===== config.mk =====
export PLATFORM = sky130hd
export DESIGN_NAME = dbgmon_trigger
export DESIGN_NICKNAME = d
export VERILOG_FILES = /design/src/dbgmon_trace_pkg.sv /design/src/dbgmon_trigger.sv
export VERILOG_INCLUDE_DIRS = /design/src /design/src/src
export SDC_FILE = /design/constraint.sdc
export NUM_CORES = 1
export LEC_CHECK = 0
export BUFFER_PORTS_ARGS = -buffer_cell sky130_fd_sc_hd__buf_2
export CAP_MARGIN = 20
export CORE_AREA = 2 2 331 333
export DETAILED_ROUTE_END_ITERATION = 12
export DIE_AREA = 0 0 333 335
export HOLD_SLACK_MARGIN = 0.08
export PLACE_DENSITY = 0.3
export SLEW_MARGIN = 20
export SYNTH_ARGS = -nofsm -noshare
export SYNTH_HDL_FRONTEND = slang
export SYNTH_SLANG_ARGS = --single-unit

===== constraint.sdc =====
create_clock -name clk -period 3 [get_ports clk]
set_clock_uncertainty 0.2 [all_clocks]
set_input_delay 0.6 -clock clk [delete_from_list [all_inputs] [get_ports clk]]
set_output_delay 0.6 -clock clk [all_outputs]
set_load 0.01 [all_outputs]

===== src/dbgmon_defs.svh =====
`ifndef DBGMON_DEFS_SVH
`define DBGMON_DEFS_SVH

// ~~~~~~~~~~~~~~~~~~~~
// sizes
// ~~~~~~~~~~~~~~~~~~~~

// apb offset width, covers the 4 KB trace window and the register block.
`define DBGMON_ADDR_W     13

// trace ring buffer.
`define DBGMON_DEPTH      128
`define DBGMON_IDX_W      7

// breakpoints and watchpoints each.
`define DBGMON_NUM_MATCH  4

// ~~~~~~~~~~~~~~~~~~~~
// register map
// ~~~~~~~~~~~~~~~~~~~~

// offsets below 13'h1000 are the trace window.
// entry offset in bits 11..5, word in bits 4..2.

// 8 bytes per matcher, low word first.
// high word holds the enable in bit 31.
`define DBGMON_BP_BASE    13'h1000
`define DBGMON_WP_BASE    13'h1020

// cause masks, one bit per cause.
`define DBGMON_EXC        13'h1040
`define DBGMON_IRQ        13'h1044

// packets recorded after the trigger packet.
`define DBGMON_DELAY      13'h1048

// bit 0 reads the stopped flag, writing 0 re-arms.
`define DBGMON_STOP       13'h104C

`endif


===== src/dbgmon_trace_pkg.sv =====
`include "dbgmon_defs.svh"

package dbgmon_trace_pkg;

    // ~~~~~~~~~~~~~~~~~~~~
    // retired event packet
    // ~~~~~~~~~~~~~~~~~~~~

    // load and store share bit 1 low.
    typedef enum logic [1:0] {
        pkt_load  = 2'd0,
        pkt_store = 2'd1,
        pkt_inst  = 2'd2,
        pkt_trap  = 2'd3
    } pkt_kind_t;

    // 256 bits, kind at the top and insn at the bottom.
    // for traps addr[4:0] is the cause and addr[31] flags an interrupt.
    typedef struct packed {
        pkt_kind_t   kind;
        logic [29:0] rsvd;
        logic [63:0] pc;
        logic [63:0] addr;
        logic [63:0] data;
        logic [31:0] insn;
    } trace_pkt_t;

    // ~~~~~~~~~~~~~~~~~~~~
    // trigger setup
    // ~~~~~~~~~~~~~~~~~~~~

    // address with bit 0 dropped.
    typedef logic [62:0] match_addr_t;

    typedef struct packed {
        match_addr_t [`DBGMON_NUM_MATCH-1:0] bp;
        logic        [`DBGMON_NUM_MATCH-1:0] bp_en;
        match_addr_t [`DBGMON_NUM_MATCH-1:0] wp;
        logic        [`DBGMON_NUM_MATCH-1:0] wp_en;
        logic        [31:0]                  exc_mask;
        logic        [31:0]                  irq_mask;
        logic        [15:0]                  delay;
    } trig_cfg_t;

    typedef logic [`DBGMON_IDX_W-1:0] buf_idx_t;

    typedef enum logic [1:0] {
        trig_armed,
        trig_counting,
        trig_stopped
    } trig_state_t;

endpackage


===== src/dbgmon_trigger.sv =====
`include "dbgmon_defs.svh"

module dbgmon_trigger (
    input  logic                        clk,
    input  logic                        rstn,
    input  dbgmon_trace_pkg::trig_cfg_t cfg,
    input  logic                        pkt_valid,
    input  dbgmon_trace_pkg::trace_pkt_t pkt,
    input  logic                        stop_clear,
    output logic                        stopped
);

    dbgmon_trace_pkg::trig_state_t state;
    logic [15:0]                   cnt;
    logic                          bp_hit;
    logic                          wp_hit;
    logic                          trap_hit;
    logic                          hit;
    logic                          is_trap;
    logic                          is_mem;
    logic [4:0]                    cause;

    // ~~~~~~~~~~~~~~~~~~~~
    // match logic
    // ~~~~~~~~~~~~~~~~~~~~

    assign is_trap = pkt.kind == dbgmon_trace_pkg::pkt_trap;
    assign is_mem  = pkt.kind == dbgmon_trace_pkg::pkt_load ||
                     pkt.kind == dbgmon_trace_pkg::pkt_store;
    assign cause   = pkt.addr[4:0];

    always_comb begin
        bp_hit = 1'b0;
        wp_hit = 1'b0;
        for (int i = 0; i < `DBGMON_NUM_MATCH; i++) begin
            if (cfg.bp_en[i] && cfg.bp[i] == pkt.pc[63:1]) begin
                bp_hit = 1'b1;
            end
            if (cfg.wp_en[i] && cfg.wp[i] == pkt.addr[63:1]) begin
                wp_hit = 1'b1;
            end
        end
    end

    // addr bit 31 picks the interrupt mask.
    assign trap_hit = is_trap && (pkt.addr[31] ? cfg.irq_mask[cause] : cfg.exc_mask[cause]);

    assign hit = (bp_hit && !is_trap) || (wp_hit && is_mem) || trap_hit;

    // ~~~~~~~~~~~~~~~~~~~~
    // stop fsm
    // ~~~~~~~~~~~~~~~~~~~~

    always_ff @(posedge clk or negedge rstn) begin
        if (!rstn) begin
            state <= dbgmon_trace_pkg::trig_armed;
            cnt   <= '0;
        end else if (stop_clear) begin
            state <= dbgmon_trace_pkg::trig_armed;
        end else begin
            case (state)
                dbgmon_trace_pkg::trig_armed: begin
                    if (pkt_valid && hit) begin
                        if (cfg.delay == 16'd0) begin
                            state <= dbgmon_trace_pkg::trig_stopped;
                        end else begin
                            state <= dbgmon_trace_pkg::trig_counting;
                            cnt   <= cfg.delay;
                        end
                    end
                end
                dbgmon_trace_pkg::trig_counting: begin
                    // the packet taken at count 1 is the last one recorded.
                    if (pkt_valid) begin
                        cnt <= cnt - 16'd1;
                        if (cnt == 16'd1) begin
                            state <= dbgmon_trace_pkg::trig_stopped;
                        end
                    end
                end
                dbgmon_trace_pkg::trig_stopped: begin
                    state <= dbgmon_trace_pkg::trig_stopped;
                end
                default: begin
                    state <= dbgmon_trace_pkg::trig_armed;
                end
            endcase
        end
    end

    assign stopped = state == dbgmon_trace_pkg::trig_stopped;

    a_stop_hold: assert property (
        @(posedge clk) disable iff (!rstn) $fell(stopped) |-> $past(stop_clear)
    ) else $error("stopped fell without stop_clear");

endmodule


==> run summary, run 1 <==
The flow ran to the end, but the final reports show violations. The checks that failed: setup timing. The detailed-route DRC error count came out at 0.

The number of instances in the synthesized netlist is between 1000 and 1500. The count of yosys warnings during synthesis came out at 0. The synthesized design contains 18 register bits. The switching power as a share of total power came out at ~46%.

After layout, the worst setup slack is -0.336 ns. The total power divided by cell area came out at 214 nW/µm². The total vias in the final route is approximately 12000. The data required time of the critical path is just under 3 ns. The vertical die dimension came out at around 340 µm. The final-layout fill cell count came out at roughly 13000. After synthesis, the cell types taking the most area are xnor2_1, xor2_1, nand2b_1. The critical path capture point type is a register.

At the pin with the least slew margin, the transition time is between 0.5 and 0.6 ns. The minimum period implied by the final worst setup slack came out at 3.34 ns. The number of nets handed over by synthesis was between 1500 and 2000. The slowest stage of the critical path belongs to the cell nor4_2.

The total count of hold-check failures in the final report is 0. Combinational logic is responsible for 77.6% of the overall power. The total routing resource utilization after global routing is 15.7%.

The setup path with the least slack is of type primary input to register. The first detailed-routing pass took 5 iterations. The maximum level of the CTS H-tree is 1.

The maximum achievable frequency came out at roughly 0.3 GHz. The placed wire-length estimate is 85100 µm. The reported leakage power is 7.48 nW.

Setup violations remaining at the end of the flow were counted as 18. The layout cell share with drive strength beyond 1 is between 50% and 60%. The total standard cell area after synthesis came out at roughly 8000 µm². The count of nets left with antenna violations once routing finished came out at 0.

After global routing the overflow that remains totals 0. Input and output buffers added on the ports amount to roughly 730. Counting flops with a built-in enable in the synthesized netlist gives 0. The share of synthesized cell area in and, or, nand and nor gates is between 20% and 30%. The leading area contributor after synthesis is xnor2_1. The global-route wire length before repair came out at 118000 µm. The routability congestion estimate from global placement came out at around 0.9.

The mux contribution to synthesized area came out at under 10%. The combined buffer and inverter count along the critical path is 4. The final count of pins violating max slew is 0. The worst setup path is launched from a primary input. The final total negative setup slack is -4.76 ns. The clock-pin slew of the registers on the worst-case setup and hold paths came out at approximately 0.06 ns.

The total I/O pin count came out at 853. The start of the worst register-to-register path is cnt[11]. The cell count of the worst reg-to-reg path is 7. The internal power of the cells totals approximately 1.9 mW.

The worst max-slew margin expressed relative to the limit came out at around three fifths. The dominant cell by count in the synthesized netlist is xnor2_1. The distinct cell type count of the synthesized netlist came out at 63.

By area, the combinational part of the netlist is dominated by XOR/XNOR gates. TritonCTS built the clock tree. The number of violations reported at the end of detailed-routing iteration 0 is 500.

Once the floorplan was initialized, standard cells occupied about 7.4% of the core. The kind of cell with the highest combined delay along the critical path is simple AND/OR/NAND/NOR gates. The final layout contains routed wiring with a total length of 91400 µm.

The path class of the tightest hold or removal check is primary input to asynchronous set/reset pin. Setup repair after global routing could not meet its margin everywhere. The area of the die came out at 112000 µm². The number of antenna violations at the first check in global routing came out at 50. The worst register-to-register path has a setup slack of roughly 0.46 ns.

The root buffer cell is clkbuf_16. The net switching power of the design is around 1.6 mW. The synthesized design devotes to its leading area cell type 22.5% of total area.

The synthesized netlist devotes between 10% and 20% of its cell area to compound gates. The number of buffers on the longest clock path is 2. The number of buffers created by CTS came out at 3. The insertion delay of the later-clocked pin in the worst-skew pair came out at between 0.2 and 0.3 ns. The max-capacitance violation count is 0. The clock network power share came out at slightly below 9%. The layout-stage area growth over the synthesis result came out at 106%.

The delay of the slowest critical-path stage is 0.43 ns. The hold buffer count at CTS came out at 0. The endpoint identified for the worst register-to-register timing path is state[1]. The post-layout net count is between 2000 and 3000. Along the worst path, the maximum fanout reaches 7. The number of global-route vias before repair came out at approximately 13000. The post-placement worst setup slack is -0.985 ns. The most used flip-flop cell after synthesis is dfrtp_1. Data arrives at the worst endpoint at 3.27 ns. After Yosys synthesis, XOR and XNOR cells account for between 30% and 40% of the synthesized area. The power share of the sequential group is a little over an eighth. The largest net degree at the start of global routing is 27. The chip width is 333 µm. After detailed routing, the average wire length per cell comes to between 20 and 30 µm. Dividing the final minimum period by the clock period gives 111%.

Counting flops with an async set or reset pin after synthesis yields a share of 100%. Across the VDD grid, the largest voltage drop is between 0.15 and 0.2 mV. The area share of fa/ha/maj cells after synthesis is 0.933%.

The floorplan core area came out at 108000 µm². The synthesized area per cell came out at between 7 and 8 µm². The via density per instance is 3.58. The commonest cells after synthesis are xnor2_1, xor2_1, inv_1, nand2b_1, nor4_1. The floorplan has 121 rows. Of the synthesized area, sequential elements account for 5.60%. The critical path goes through buf_8, xnor2_4, nand4_1, nor4_2, buf_4, nand4_1, o41ai_4, a211oi_4, o22ai_4, buf_12, buf_12, mux2i_2, nand3_1. Clock tree synthesis found a total of 18 sinks.
==> repair_timing <==
item,4_1_cts,5_1_grt
endpoints found under the setup margin,18,18
setup buffers,2,4
resized for setup,67,80
cloned,4,0
pin swaps,20,41
==> flip-flops by register name (all words and copies together), names as in the netlist <==
register	count
state	2
cnt	16
==> layout make-up <==
type / instances / area, µm² / share of cell area (%)
Clock buffer: 4 / 88.8 / 0.535
Antenna cell: 5 / 12.5 / 0.0754
Inverter: 104 / 390 / 2.35
Sequential cell: 18 / 450 / 2.71
Timing Repair Buffer: 1008 / 6350 / 38.2
Multi-Input combinational cell: 893 / 7540 / 45.4
Tap cell: 1414 / 1770 / 10.7
==> how the worst max path moves through the flow <==
stage / depth (start not counted) / from / slack, ns / end
floorplan: 11 / pkt[145] / 0.08 / cnt[3]
finish: 13 / cfg[87] / -0.34 / cnt[9]
detailed placement: 12 / pkt[100] / -0.99 / cnt[9]
global placement: 12 / pkt[100] / -1.03 / cnt[5]
global route: 15 / pkt[99] / -0.36 / cnt[11]
CTS: 14 / cfg[269] / -0.36 / cnt[10]
==> placed cells by master, fill, tap and decap left out, types with 5 or more instances in the layout <==
cell       instances
buf_2            707
o221ai_1          10
o2bb2ai_1         14
buf_12            32
ha_1               6
nand2_1           19
xnor2_1          187
o21ai_0            9
mux2i_1           14
nand3_2            5
mux4_2            11
xnor2_2           19
nand2b_1          80
o2111ai_1         26
buf_4            250
nor2b_1           17
a22oi_2            5
o22ai_1           26
inv_1            101
a21oi_1            6
nand4_1           67
nor4_2            15
buf_6             12
nor4_1            54
nor4_4             6
dfrtp_1           18
xor2_1           145
nor3_1            15
diode_2            5
a2111oi_0          6
nand3_1           29
buf_16             5
a22o_1            23
nor2_1            12
mux4_1             5
==> logic make-up (layout without fill, tap and decap cells) <==
kind of cell	Yosys count	count (layout)
AOI/OAI and AO/OA	161	161
xor gates and xnor gates	352	352
adders and majority gates	6	6
buffers and inverters	135	1116
DFF	18	18
muxes	34	34
other	0	5
and+or+nand+nor	340	340
==> layer usage <==
layer | up-vias | share of wire (%) | global-route usage (%)
li1 | 5783 | - | -
met1 | 5776 | 35 | 16.0
met2 | 604 | 55 | 32.1
met3 | 148 | 5.7 | 2.98
met4 | 34 | 3.8 | 3.77
met5 | - | 0.25 | 0
==> power by group through the flow <==
stage	logic, mW	registers, mW	clock network, mW
after floorplan	1.01	0.439	0
final	2.76	0.483	0.312
after global placement	2.63	0.488	0
after detailed placement	2.62	0.481	0
after CTS	2.75	0.478	0.321
after global routing	2.97	0.503	0.331
==> stage by stage <==
stage	util (%)	instance area (µm²)	total power, mW	instances	hold WS [ns]
2_1_floorplan	-	8050	1.45	1046	0.104
3_3_place_gp	14.6	15700	3.12	3431	0.332
3_5_place_dp	14.6	15700	3.10	3431	0.318
4_1_cts	15.0	16200	3.55	3440	0.115
5_1_grt	15.4	16600	3.81	3443	0.138
6_report	15.4	16600	3.55	3446	0.108
Note: power is estimated with default switching activity, not from simulation.
==> inputs of run 2 (changes only) <==
--- a/config.mk
+++ b/config.mk
@@ -15,2 +15,3 @@
 export PLACE_DENSITY = 0.3
+export SETUP_SLACK_MARGIN = 0.4
 export SLEW_MARGIN = 20
==> constraint.sdc (replaced) <==
create_clock -name clk -period 3 [get_ports clk]
set_clock_uncertainty 0.2 [all_clocks]
set_input_delay 0 -clock clk [delete_from_list [all_inputs] [get_ports clk]]
set_output_delay 0 -clock clk [all_outputs]
set_load 0.01 [all_outputs]
==> run summary, run 2 (synthesized netlist as in run 1, its figures left out) <==
The flow ran to the end, and the final reports show no timing, DRC or antenna violations. More flip-flops sit in one register than any other, and that register is cnt. Of all nets on the critical path, the largest fanout is 6. Subtracting the final worst setup slack from the clock period gives ~2.8 ns. The initial cell density of the core is 7.44%.

The signal on the critical path passes through buf_2, nor2b_1, a2111o_1, nor4_2, nand4_1, o22ai_2, buf_4, a211oi_2, o22ai_4, buf_12, buf_16, mux2i_1, nand3_1. The total vias in the final route came out at roughly 12000. The number of buffers created by CTS is 3. The global-route wire length before repair is 119000 µm. The maximum level of the CTS H-tree is 1. The total routing resource utilization after global routing came out at 15.8%. The layout-stage area growth over the synthesis result is 90.1%.

The chip width is 333 µm. The data required time of the critical path came out at 2.93 ns. The cell sitting at the root of the clock tree is a clkbuf_16. The total of endpoints with negative setup slack in the final report is 0.

The combined buffer and inverter count along the critical path is 4. The multi-input combinational cells in the finished layout cover a total of slightly above 7000 µm². Setup repair after global routing could not meet its margin everywhere. The global route total overflow came out at 0.

The setup check on the worst reg-to-reg path leaves a slack of between 0.4 and 0.5 ns. The number of global-route vias before repair is 13200. around 850 I/O pins were placed. The TritonCTS clock tree is done. The final count of pins violating max slew is 0. The layout cell share with drive strength beyond 1 came out at between 40% and 50%.

The maximum achievable frequency came out at ~0.36 GHz. The final layout contains between 2000 and 3000 nets. In this run the remaining antenna-violating nets after routing total 0. Entering global routing, the biggest net connects 27 pins. The top cell types in the final layout, fill and taps aside, are buf_2, xnor2_1, buf_4. The number of search-and-repair iterations in the first detailed-routing pass is 5. The clock reaches the later pin of the worst-skew pair after 0.25 ns. STA classifies the critical path endpoint as a register. The leading cell type in the layout, fill and taps excluded is buf_2. The period utilization came out at 92.5%. The startpoint kind of the worst setup timing path is a primary input.

In this run the core area contains 121 standard-cell rows. The total wire length is a little over 90000 µm. The detailed-route DRC error count came out at 0. The reported leakage power came out at around 6.7 nW. On the worst path, the slowest cell contributes a delay of approximately 0.45 ns.

The worst max-slew margin expressed relative to the limit is a little over two fifths. The number of antenna violations at the first check in global routing came out at 46. The floorplan core area is about 110000 µm².

The cell count after placement is 3306. The transition time of the tightest slew-check pin came out at approximately 0.85 ns. Clock-pin slew was measured on the worst setup and hold paths at around 0.060 ns.

The total power divided by cell area is 216 nW/µm². The largest registers in the layout are cnt: 16 flops, state: 2 flops. The total count of hold-check failures in the final report came out at 0. The number of sinks driven by the clock tree is 18. In this run the vertical extent of the chip is about 340 µm. The share of the core filled with cells is between 10 and 15%. The number of violations reported at the end of detailed-routing iteration 0 is 610. The worst-case IR drop observed on VDD is 0.172 mV. The finished layout holds around 3400 standard cells, fillers aside. In this run the worst hold path is classified as primary input to asynchronous set/reset pin. The average wire per standard cell came out at 27.3 µm.

Summing all flip-flop and latch instances after layout gives between 400 and 500 µm². The area of the die came out at 112000 µm². The number of buffers on the longest clock path is 2. Once detailed placement completed, the half-perimeter wirelength came to between 80000 and 90000 µm.

The max-capacitance violation count is 0. The final-layout fill cell count is 12700. The via density per instance is about 3.6.

The setup path with the least slack is of type primary input to register. The final hold slack came out at about 0.056 ns. The critical path arrival is between 2 and 3 ns.

The number of buffers inserted by port buffering is 725. The number of flip-flops in the largest register is 16. The worst-path cell with the longest stage delay is a2111o_1.

The kind of cell adding the most delay to the critical path is compound AO/OA/AOI/OAI gates. The routability congestion estimate from global placement is slightly above 0.9.
## run 2: cell count changes in the layout (fill, tap and decap cells not counted), sizes merged
cell / delta
clkbuf: -2
diode: +5
buf: -116
dlygate4sd3: +18
## run 2: metrics by stage
stage,instance area (µm²),power (mW),setup TNS [ns],worst slack [ns]
finish,15300,3.31,0,0.226
global route,15300,3.57,0,0.0514
CTS,15200,3.36,0,0.105
detailed placement,14600,2.94,-9.36,-0.579
global placement,14600,2.96,-8.65,-0.522
floorplan,8050,1.45,0,0.628
## run 2: what timing repair did
item / in CTS / in global routing
setup endpoints to repair: 18 / 18
hold buffers: 18 / 0
cloned: 3 / 0
gates resized for setup: 40 / 9
pin swaps: 13 / 8
buffers inserted: 11 / 0
hold endpoints to repair: 36 / 0
## run 2: where the power goes
group	internal (mW)	total, mW	switching (mW)
Clock	0.176	0.277	0.101
Sequential	0.352	0.483	0.131
Combinational	1.19	2.55	1.36
Total	1.71	3.31	1.59
## run 2: path summary, 6_finish.rpt
| path | end | cells after the start | start |
|---|---|---|---|
| worst min-delay path | cnt[12] | 2 | rstn |
| worst min register to register | cnt[8] | 2 | cnt[8] |
| min in group clk | state[0] | 7 | cfg[1] |
| worst max register to register | state[1] | 7 | cnt[12] |
| max in group asynchronous | cnt[1] | 2 | rstn |
| worst max-delay path | cnt[9] | 13 | cfg[269] |
## run 2: cell type report
class                      count  share of cell area (%)
multi-input combinational    893                    47.3
antenna                       10                   0.164
timing repair buffer         909                    34.9
sequential                    18                    2.94
inverter                     104                    2.55
tap                         1414                    11.6
clock buffer                   3                   0.491
## run 2: worst register-to-register path: stages (launching register included)
cell and delay [ns]:
dfrtp_1 0.46, or4_1 0.63, nor3_1 0.22, o22ai_1 0.14
or2_2 0.28, o22ai_1 0.26, mux2i_1 0.23, nor2_1 0.05
## run 2: layer usage
metal / vias to the layer above / GRT usage (%) / wire [µm]
li1: 5595 / - / -
met1: 5733 / 16.1 / 32900
met2: 581 / 32.1 / 50500
met3: 134 / 2.87 / 4970
met4: 22 / 4.06 / 3100
met5: - / 0 / 161
